--- config.mk ---
export PLATFORM = sky130hd
export DESIGN_NAME = debugUnit
export DESIGN_NICKNAME = d
export VERILOG_FILES = /design/src/design/debugPkg.sv /design/src/design/uartLinkIf.sv /design/src/design/baudTickGen.sv /design/src/design/debugCommandDecoder.sv /design/src/design/debugUnit.sv /design/src/design/snapshotSerializer.sv /design/src/design/uartReceiver.sv /design/src/design/uartTransmitter.sv
export SDC_FILE = /design/constraint.sdc
export NUM_CORES = 1
export LEC_CHECK = 0
export BUFFER_PORTS_ARGS = -buffer_cell sky130_fd_sc_hd__buf_4
export CAP_MARGIN = 25
export CORE_AREA = 4 4 416 418
export DETAILED_ROUTE_END_ITERATION = 10
export DIE_AREA = 0 0 420 422
export PLACE_DENSITY_LB_ADDON = 0.2
export SETUP_SLACK_MARGIN = 0.4
export SLEW_MARGIN = 20
export SYNTH_ARGS = -nofsm -noshare
export SYNTH_HDL_FRONTEND = slang
export SYNTH_SLANG_ARGS = --single-unit
--- constraint.sdc ---
create_clock -name clk -period 31.4 [get_ports clk]
set_clock_uncertainty 0.05 [all_clocks]
set_input_delay 1.57 -clock clk [delete_from_list [all_inputs] [get_ports clk]]
set_output_delay 1.57 -clock clk [all_outputs]
set_load 0.02 [all_outputs]
--- src/design/debugPkg.sv ---
// debug unit package with command codes, frame layout, UART timing and snapshot types
package debugPkg;

	//////////////////////////////////////////////////
	// host command bytes
	//////////////////////////////////////////////////
	localparam logic [7:0] CMD_DUMP = 8'h64;
	localparam logic [7:0] CMD_STEP = 8'h73;
	localparam logic [7:0] CMD_HALT = 8'h68;
	localparam logic [7:0] CMD_RUN = 8'h72;

	// all-ones instruction stops the pipeline
	localparam logic [31:0] HALT_WORD = 32'hFFFF_FFFF;

	//////////////////////////////////////////////////
	// dump frame layout
	//////////////////////////////////////////////////
	localparam logic [7:0] FRAME_HEADER = 8'hA5;
	localparam int FRAME_BYTES = 136;
	localparam int CTRL_BYTES = 3;
	// everything after the header byte
	localparam int PAYLOAD_BITS = 8 * (FRAME_BYTES - 1);
	localparam int FRAME_IDX_W = $clog2(FRAME_BYTES + 1);

	//////////////////////////////////////////////////
	// UART timing, 2 for simulation, 163 on the board
	//////////////////////////////////////////////////
	localparam int BAUD_DIVISOR = 2;
	localparam int BAUD_CNT_W = $clog2(BAUD_DIVISOR + 1);
	localparam int OVERSAMPLE = 16;
	localparam int TICK_W = $clog2(OVERSAMPLE);
	localparam int DATA_BITS = 8;
	localparam int BIT_CNT_W = $clog2(DATA_BITS);

	// register 0 sits in the lowest word
	typedef logic [31:0][31:0] regFile_t;

	typedef struct packed {
		logic branchId;
		logic memReadId;
		logic memWriteId;
		logic aluSrcId;
		logic regWriteId;
		logic [1:0] regDstId;
		logic [1:0] memtoRegId;
		logic [1:0] aluOpId;
		logic memReadEx;
		logic memWriteEx;
		logic regWriteEx;
		logic [1:0] memtoRegEx;
		logic regWriteMem;
		logic [1:0] memtoRegMem;
	} ctrlSnapshot_t;

endpackage

--- src/design/uartLinkIf.sv ---
// UART link bundle between the serial line blocks and the debug core
`timescale 1ns/10ps

interface uartLinkIf;
	// 16x oversampling strobe
	logic sampleTick;

	// receive side
	logic [7:0] rxData;
	logic rxStrobe;
	logic rxFrameError;

	// transmit side
	logic [7:0] txData;
	logic txStart;
	logic txBusy;

	// line blocks: tick generator, receiver and transmitter
	modport phy (
		output sampleTick,
		output rxData,
		output rxStrobe,
		output rxFrameError,
		output txBusy,
		input txData,
		input txStart
	);

	// command decoder and frame serializer
	modport core (
		input rxData,
		input rxStrobe,
		input rxFrameError,
		input txBusy,
		output txData,
		output txStart
	);

endinterface

--- src/design/baudTickGen.sv ---
// baud tick generator producing the 16x oversampling strobe from clk
`timescale 1ns/10ps

module baudTickGen (
	input logic clk,
	input logic rstN,
	uartLinkIf.phy link
);
	import debugPkg::*;

	logic [BAUD_CNT_W-1:0] count;

	// reload on zero, one tick per period
	always_ff @(posedge clk or negedge rstN)
	begin
		if (!rstN)
		begin
			count <= '0;
			link.sampleTick <= 1'b0;
		end
		else if (count == '0)
		begin
			count <= BAUD_CNT_W'(BAUD_DIVISOR - 1);
			link.sampleTick <= 1'b1;
		end
		else
		begin
			count <= count - 1'b1;
			link.sampleTick <= 1'b0;
		end
	end

endmodule

--- src/design/debugCommandDecoder.sv ---
// debug command decoder for run, halt, single step and dump requests
`timescale 1ns/10ps

module debugCommandDecoder (
	input logic clk,
	input logic rstN,
	input logic [31:0] instructionLatch,
	uartLinkIf.core link,
	output logic dumpReq,
	output logic enable
);
	import debugPkg::*;

	logic stepMode;
	logic stepPulse;
	logic byteValid;

	// a badly framed byte never acts as a command
	assign byteValid = link.rxStrobe && !link.rxFrameError;

	always_ff @(posedge clk or negedge rstN)
	begin
		if (!rstN)
		begin
			stepMode <= 1'b0;
			stepPulse <= 1'b0;
			dumpReq <= 1'b0;
		end
		else
		begin
			stepPulse <= 1'b0;
			dumpReq <= 1'b0;
			if (byteValid)
			begin
				case (link.rxData)
					CMD_DUMP:
						dumpReq <= 1'b1;
					// one pipeline cycle, only while frozen
					CMD_STEP:
						stepPulse <= stepMode;
					CMD_HALT:
						stepMode <= 1'b1;
					CMD_RUN:
						stepMode <= 1'b0;
					default:
						stepPulse <= 1'b0;
				endcase
			end
		end
	end

	// halt word wins in the same cycle
	assign enable = (instructionLatch != HALT_WORD) && (!stepMode || stepPulse);

endmodule

--- src/design/debugUnit.sv ---
// serial debug unit top with UART blocks, command decoder and snapshot serializer
`timescale 1ns/10ps

module debugUnit (
	input logic clk,
	input logic rstN,
	input logic rx,
	input debugPkg::regFile_t regFile,
	input logic [31:0] instructionLatch,
	// ID stage control
	input logic branchId,
	input logic memReadId,
	input logic memWriteId,
	input logic aluSrcId,
	input logic regWriteId,
	input logic [1:0] regDstId,
	input logic [1:0] memtoRegId,
	input logic [1:0] aluOpId,
	// EX stage control
	input logic memReadEx,
	input logic memWriteEx,
	input logic regWriteEx,
	input logic [1:0] memtoRegEx,
	// MEM stage control
	input logic regWriteMem,
	input logic [1:0] memtoRegMem,
	output logic tx,
	output logic [7:0] rxData,
	output logic enable
);
	import debugPkg::*;

	uartLinkIf link ();

	ctrlSnapshot_t ctrl;
	logic dumpReq;

	assign ctrl = '{
		branchId: branchId,
		memReadId: memReadId,
		memWriteId: memWriteId,
		aluSrcId: aluSrcId,
		regWriteId: regWriteId,
		regDstId: regDstId,
		memtoRegId: memtoRegId,
		aluOpId: aluOpId,
		memReadEx: memReadEx,
		memWriteEx: memWriteEx,
		regWriteEx: regWriteEx,
		memtoRegEx: memtoRegEx,
		regWriteMem: regWriteMem,
		memtoRegMem: memtoRegMem
	};

	// last good byte from the host
	assign rxData = link.rxData;

	//////////////////////////////////////////////////
	// serial line side
	//////////////////////////////////////////////////
	baudTickGen i_baudTickGen (
		.clk(clk),
		.rstN(rstN),
		.link(link.phy)
	);

	uartReceiver i_uartReceiver (
		.clk(clk),
		.rstN(rstN),
		.rx(rx),
		.link(link.phy)
	);

	uartTransmitter i_uartTransmitter (
		.clk(clk),
		.rstN(rstN),
		.link(link.phy),
		.tx(tx)
	);

	//////////////////////////////////////////////////
	// debug core
	//////////////////////////////////////////////////
	debugCommandDecoder i_debugCommandDecoder (
		.clk(clk),
		.rstN(rstN),
		.instructionLatch(instructionLatch),
		.link(link.core),
		.dumpReq(dumpReq),
		.enable(enable)
	);

	snapshotSerializer i_snapshotSerializer (
		.clk(clk),
		.rstN(rstN),
		.dumpReq(dumpReq),
		.regFile(regFile),
		.instructionLatch(instructionLatch),
		.ctrl(ctrl),
		.link(link.core)
	);

endmodule

--- src/design/snapshotSerializer.sv ---
// snapshot serializer capturing pipeline state and feeding the dump frame to the transmitter
`timescale 1ns/10ps

module snapshotSerializer (
	input logic clk,
	input logic rstN,
	input logic dumpReq,
	input debugPkg::regFile_t regFile,
	input logic [31:0] instructionLatch,
	input debugPkg::ctrlSnapshot_t ctrl,
	uartLinkIf.core link
);
	import debugPkg::*;

	logic active;
	logic capture;
	logic [FRAME_IDX_W-1:0] byteIndex;
	logic [PAYLOAD_BITS-1:0] payload;
	logic [7:0] nextByte;

	// a request during a frame is dropped
	assign capture = dumpReq && !active;

	//////////////////////////////////////////////////
	// snapshot, registers then instruction then control
	//////////////////////////////////////////////////
	always_ff @(posedge clk)
	begin
		if (capture)
		begin
			payload <= {
				{(8 * CTRL_BYTES - $bits(ctrlSnapshot_t)){1'b0}},
				ctrl,
				instructionLatch,
				regFile
			};
		end
	end

	// index 0 is the header, payload starts at index 1
	assign nextByte = payload[8 * (byteIndex - 1'b1) +: 8];

	//////////////////////////////////////////////////
	// byte sequencing
	//////////////////////////////////////////////////
	always_ff @(posedge clk or negedge rstN)
	begin
		if (!rstN)
		begin
			active <= 1'b0;
			byteIndex <= '0;
			link.txData <= 8'h00;
			link.txStart <= 1'b0;
		end
		else
		begin
			link.txStart <= 1'b0;
			if (capture)
			begin
				// transmitter is idle here, header goes out at once
				active <= 1'b1;
				byteIndex <= FRAME_IDX_W'(1);
				link.txData <= FRAME_HEADER;
				link.txStart <= 1'b1;
			end
			else if (active && !link.txBusy && !link.txStart)
			begin
				if (byteIndex == FRAME_IDX_W'(FRAME_BYTES))
				begin
					// last stop bit done
					active <= 1'b0;
				end
				else
				begin
					link.txData <= nextByte;
					link.txStart <= 1'b1;
					byteIndex <= byteIndex + 1'b1;
				end
			end
		end
	end

endmodule

--- src/design/uartReceiver.sv ---
// oversampled 8N1 UART receiver with byte strobe and framing error flag
`timescale 1ns/10ps

module uartReceiver (
	input logic clk,
	input logic rstN,
	input logic rx,
	uartLinkIf.phy link
);
	import debugPkg::*;

	typedef enum logic [1:0] {
		RX_IDLE,
		RX_START,
		RX_DATA,
		RX_STOP
	} rxState_t;

	rxState_t state;
	logic rxMeta;
	logic rxSync;
	logic [TICK_W-1:0] tickCount;
	logic [BIT_CNT_W-1:0] bitCount;
	logic [7:0] shiftReg;
	logic bitEnd;

	// two-flop synchronizer, line idles high
	always_ff @(posedge clk or negedge rstN)
	begin
		if (!rstN)
		begin
			rxMeta <= 1'b1;
			rxSync <= 1'b1;
		end
		else
		begin
			rxMeta <= rx;
			rxSync <= rxMeta;
		end
	end

	// middle of a data or stop bit
	assign bitEnd = link.sampleTick && (tickCount == TICK_W'(OVERSAMPLE - 1));

	// lsb arrives first
	always_ff @(posedge clk)
	begin
		if (state == RX_DATA && bitEnd)
			shiftReg <= {rxSync, shiftReg[7:1]};
	end

	always_ff @(posedge clk or negedge rstN)
	begin
		if (!rstN)
		begin
			state <= RX_IDLE;
			tickCount <= '0;
			bitCount <= '0;
			link.rxData <= 8'h00;
			link.rxStrobe <= 1'b0;
			link.rxFrameError <= 1'b0;
		end
		else
		begin
			link.rxStrobe <= 1'b0;
			link.rxFrameError <= 1'b0;
			case (state)
				RX_IDLE:
				begin
					tickCount <= '0;
					if (!rxSync)
						state <= RX_START;
				end
				RX_START:
				begin
					if (link.sampleTick)
					begin
						// half a bit in, recheck the start level
						if (tickCount == TICK_W'(OVERSAMPLE / 2 - 1))
						begin
							tickCount <= '0;
							bitCount <= '0;
							state <= rxSync ? RX_IDLE : RX_DATA;
						end
						else
							tickCount <= tickCount + 1'b1;
					end
				end
				RX_DATA:
				begin
					if (bitEnd)
					begin
						tickCount <= '0;
						bitCount <= bitCount + 1'b1;
						if (bitCount == BIT_CNT_W'(DATA_BITS - 1))
							state <= RX_STOP;
					end
					else if (link.sampleTick)
						tickCount <= tickCount + 1'b1;
				end
				RX_STOP:
				begin
					if (bitEnd)
					begin
						state <= RX_IDLE;
						if (rxSync)
						begin
							link.rxData <= shiftReg;
							link.rxStrobe <= 1'b1;
						end
						else
							link.rxFrameError <= 1'b1;
					end
					else if (link.sampleTick)
						tickCount <= tickCount + 1'b1;
				end
				default:
					state <= RX_IDLE;
			endcase
		end
	end

endmodule

--- src/design/uartTransmitter.sv ---
// 8N1 UART transmitter started by a single-cycle strobe
`timescale 1ns/10ps

module uartTransmitter (
	input logic clk,
	input logic rstN,
	uartLinkIf.phy link,
	output logic tx
);
	import debugPkg::*;

	typedef enum logic [2:0] {
		TX_IDLE,
		TX_ALIGN,
		TX_START,
		TX_DATA,
		TX_STOP
	} txState_t;

	txState_t state;
	logic [TICK_W-1:0] tickCount;
	logic [BIT_CNT_W-1:0] bitCount;
	logic [7:0] shiftReg;
	logic bitEnd;

	assign bitEnd = link.sampleTick && (tickCount == TICK_W'(OVERSAMPLE - 1));

	always_ff @(posedge clk or negedge rstN)
	begin
		if (!rstN)
		begin
			state <= TX_IDLE;
			tickCount <= '0;
			bitCount <= '0;
			shiftReg <= 8'h00;
			tx <= 1'b1;
			link.txBusy <= 1'b0;
		end
		else
		begin
			if (link.sampleTick && !bitEnd)
				tickCount <= tickCount + 1'b1;
			case (state)
				TX_IDLE:
				begin
					if (link.txStart)
					begin
						shiftReg <= link.txData;
						link.txBusy <= 1'b1;
						state <= TX_ALIGN;
					end
				end
				// start bit lines up with the tick grid
				TX_ALIGN:
				begin
					if (link.sampleTick)
					begin
						tx <= 1'b0;
						tickCount <= '0;
						state <= TX_START;
					end
				end
				TX_START:
				begin
					if (bitEnd)
					begin
						tx <= shiftReg[0];
						tickCount <= '0;
						bitCount <= '0;
						state <= TX_DATA;
					end
				end
				TX_DATA:
				begin
					if (bitEnd)
					begin
						tickCount <= '0;
						if (bitCount == BIT_CNT_W'(DATA_BITS - 1))
						begin
							tx <= 1'b1;
							state <= TX_STOP;
						end
						else
						begin
							tx <= shiftReg[1];
							shiftReg <= shiftReg >> 1;
							bitCount <= bitCount + 1'b1;
						end
					end
				end
				TX_STOP:
				begin
					if (bitEnd)
					begin
						tickCount <= '0;
						link.txBusy <= 1'b0;
						state <= TX_IDLE;
					end
				end
				default:
					state <= TX_IDLE;
			endcase
		end
	end

endmodule

==> results.sh <==
export IMPL_status="finished clean"
export IMPL_fin_crit_sh_pct=20.9
export IMPL_postCtsSetupBuffers=0
export IMPL_ant_nets=0
export IMPL_syn_area_mm2=0.0446
export IMPL_p_total_mw=3.41
export IMPL_final_cells=5569
export IMPL_first_global_vias=27400
export IMPL_fin_tns_setup_ps=0
export IMPL_ys_ff_latch=1148
export IMPL_ys_types=66
export IMPL_setup_viol=0
export IMPL_drt_total_wl_um=171000
export IMPL_intPower_mw=2.70
export IMPL_htree_num_levels=4
export IMPL_clk_latency_ps=770
export IMPL_synth_ff_type="edfxtp_1"
export IMPL_endpoint="i_snapshotSerializer.link.txData[5]"
export IMPL_crit_start="i_snapshotSerializer.byteIndex[0]"
export IMPL_dpl_worst_slack_ps=24760
export IMPL_cp_arrival_ps=7140
export IMPL_relSlewSlack_pct=27.1
export IMPL_critPathRequiredTime_ps=31990
export IMPL_power_per_cell_area_mw_per_mm2=56.7
export IMPL_r2r_cells=11
export IMPL_drt_pass1_iter_count=5
export IMPL_fill_cells=15900
export IMPL_ctsHoldBuffers=0
export IMPL_end_kind="flip-flop"
export IMPL_hp_class="flip-flop to flip-flop"
export IMPL_slowest_stage="ha_4"
export IMPL_fin_util_pct=35.6
export IMPL_max_freq_mhz=153
export IMPL_post_cts_resized=0
export IMPL_tightest_slew_ps=1090
export IMPL_dieArea_mm2=0.177
export IMPL_switching_share_pct=20.8
export IMPL_critPathKind="flip-flop to flip-flop"
export IMPL_p_sw_uw=711
export IMPL_yosysWarnings=0
export IMPL_hold_violations=0
export IMPL_cts_root_buf="clkbuf_16"
export IMPL_rsz0062_at_grt="false"
export IMPL_fin_crit_ps=6550
export IMPL_place_area_mm2=0.0554
export IMPL_synthCells=2031
export IMPL_path_max_fanout=98
export IMPL_viasPerCell=4.62
export IMPL_port_buffers=1087
export IMPL_peakVddDrop_uv=44.7
export IMPL_avgSynthCellArea_um2=21.9
export IMPL_cts_max_path_buffers=3
export IMPL_clk_pin_slew_ps=60
export IMPL_cap_violations=0
export IMPL_grt_max_degree=169
export IMPL_dpl_hpwl_um=128000
export IMPL_max_stage_delay_ps=870
export IMPL_antenna_found_initial=67
export IMPL_ff2ff_setup_slack_ps=24850
export IMPL_r2r_end="i_snapshotSerializer.link.txData[5]"
export IMPL_async_reset_ff_share_pct=5.66
export IMPL_num_rows=151
export IMPL_final_max_slew_viol_count=0
export IMPL_worst_slack_ps=24850
export IMPL_crit_chain="buf_4, inv_2, ha_4, buf_12, buf_16, buf_4, mux4_2, mux4_2, a2111oi_0, or4_1, o21ai_0"
export IMPL_leakagePower_nw=21.2
export IMPL_grtUsageTotal_pct=18.9
export IMPL_io_pins=1088
export IMPL_synth_edf_count=1083
export IMPL_regToRegStartpoint="i_snapshotSerializer.byteIndex[0]"
export IMPL_drive_gt1_share_pct=50.3
export IMPL_die_height_um=422
export IMPL_overflow=0
export IMPL_synthesis_nets=3117
export IMPL_power_frac_comb_pct=3.9
export IMPL_syn2layout_area_growth_pct=34.9
export IMPL_dp_cells=5270
export IMPL_num_vias=25700
export IMPL_clkPwrFrac_pct=46.7
export IMPL_fp_coreArea_mm2=0.169
export IMPL_cts_tree="yes"
export IMPL_worst_hold_slack_ps=312
export IMPL_wire_per_inst_um=30.7
export IMPL_die_w_um=420
export IMPL_p_seq_share_pct=49.4
export IMPL_grt_first_pass_wirelength_um=227000
export IMPL_cts_sinks=1148
export IMPL_drt_iter0_drc=2330
export IMPL_cts_made_buffers=136
export IMPL_place_congestion=0.825
export IMPL_startpoint_type="flip-flop"
export IMPL_start_util_pct=26.4
export IMPL_finalNetCount=4281
export IMPL_drc=0
export IMPL_yosysSeqAreaShare_pct=76.6
export IMPL_fin_area_mm2=0.0601
area by class of cell:
type / count / area, um2 / share of cell area, %
inverters: 15 / 63.8 / 0.106
clock buffers: 162 / 3580 / 5.96
repair buffers: 1133 / 8650 / 14.4
diodes: 47 / 118 / 0.196
clock inverters: 85 / 865 / 1.44
flip-flops and latches: 1148 / 34200 / 56.8
multi-input cells: 761 / 9910 / 16.5
well taps: 2218 / 2780 / 4.62
registers in the layout, summed over array words and instances (netlist names), 2 cells and up, named ones only:
signal	flops
i_snapshotSerializer.link.txData	8
i_uartTransmitter.bitCount	3
i_snapshotSerializer.payload	1075
i_baudTickGen.count	2
i_uartReceiver.shiftReg	8
i_uartReceiver.link.rxData	8
i_uartReceiver.tickCount	4
i_uartReceiver.bitCount	3
i_uartTransmitter.shiftReg	8
i_snapshotSerializer.byteIndex	8
i_uartTransmitter.tickCount	4
i_uartTransmitter.state	3
cell usage after synthesis, drive strengths merged (3+ instances only):
| cell | number | area [um2] |
|---|---|---|
| dfrtp | 62 | 1550 |
| clkbuf | 31 | 116 |
| mux4 | 314 | 7070 |
| nand3 | 20 | 100 |
| xor2 | 9 | 86.3 |
| nor4 | 5 | 31.3 |
| nand4b | 3 | 26.3 |
| a31oi | 9 | 56.3 |
| nor2b | 5 | 31.3 |
| nor3b | 3 | 22.5 |
| nor2 | 44 | 168 |
| o21ai | 18 | 90.1 |
| nand2 | 98 | 368 |
| a2111oi | 5 | 43.8 |
| a211o | 3 | 26.3 |
| mux2i | 38 | 380 |
| nand2b | 3 | 18.8 |
| dfstp | 3 | 78.8 |
| edfxtp | 1083 | 32500 |
| nor3 | 19 | 100 |
| a211oi | 7 | 52.6 |
| inv | 13 | 48.8 |
| o31ai | 3 | 22.5 |
| nand4 | 16 | 100 |
| o22ai | 9 | 56.3 |
| and3 | 9 | 56.3 |
| a21oi | 50 | 250 |
| xnor2 | 5 | 51.3 |
| or3 | 8 | 50.1 |
| o211ai | 6 | 45.0 |
| o221ai | 4 | 35.0 |
| ha | 8 | 100 |
| buf | 76 | 467 |
| and2 | 5 | 31.3 |
logic make-up (layout without fill, tap and decap cells):
family / Yosys count / after routing / synth area share, %
and+or+nand+nor: 246 / 246 / 2.62
DFF: 1148 / 1148 / 76.6
other: 0 / 47 / 0
AOI/OAI and AO/OA: 141 / 141 / 2.05
muxes: 352 / 352 / 16.7
adders and majority gates: 8 / 8 / 0.225
buffers and inverters: 122 / 1395 / 1.43
xor gates and xnor gates: 14 / 14 / 0.309
cells in the final DEF (no fill, tap or decap), drive strengths merged, types with 6 or more instances in the layout:
cell / netlist / final
nor3: 19 / 19
nand3: 20 / 20
and3: 9 / 9
or3: 8 / 8
a31oi: 9 / 9
bufinv: 0 / 13
o21ai: 18 / 18
nand4: 16 / 16
ha: 8 / 8
buf: 76 / 1133
clkbuf: 31 / 162
inv: 13 / 23
a211oi: 7 / 7
o211ai: 6 / 6
dfrtp: 62 / 62
mux2i: 38 / 38
edfxtp: 1083 / 1083
xor2: 9 / 9
mux4: 314 / 314
nand2: 98 / 98
o22ai: 9 / 9
nor2: 44 / 44
diode: 0 / 47
a21oi: 50 / 50
clkinv: 2 / 60
worst min-delay path by stage:
| stage | from | depth (start not counted) | endpoint |
|---|---|---|---|
| final | i_uartReceiver.rxMeta | 0 | i_uartReceiver.rxSync |
| after detailed placement | i_uartReceiver.rxMeta | 0 | i_uartReceiver.rxSync |
| after floorplan | i_uartReceiver.rxMeta | 0 | i_uartReceiver.rxSync |
| after global routing | i_uartReceiver.rxMeta | 0 | i_uartReceiver.rxSync |
| after CTS | i_uartReceiver.rxMeta | 0 | i_uartReceiver.rxSync |
| after global placement | i_uartReceiver.rxMeta | 0 | i_uartReceiver.rxSync |
per-layer routing:
layer	vias up	track usage [%]	wire (um)
met5	-	0.656	239
met3	248	5.00	10900
li1	11000	-	-
met2	1010	33.3	91300
met4	14	7.56	4950
met1	13500	21.6	63600
power groups by stage:
stage / registers [mW] / logic (mW) / clock network (mW)
5_1_grt: 1.68 / 0.143 / 1.70
2_1_floorplan: 1.72 / 0.0164 / 0
4_1_cts: 1.68 / 0.134 / 1.64
3_3_place_gp: 1.72 / 0.131 / 0
3_5_place_dp: 1.72 / 0.134 / 0
6_report: 1.69 / 0.132 / 1.59
critical path: cells and delay by family, from the launching register on:
kind	cells	cell delay, ps
AND/OR/NAND/NOR	1	220
buffers and inverters	5	2590
flip-flops	1	390
AO/OA/AOI/OAI	2	910
multiplexers	2	980
adder cells (fa/ha/maj)	1	870
Note: power is estimated with default switching activity, not from simulation.
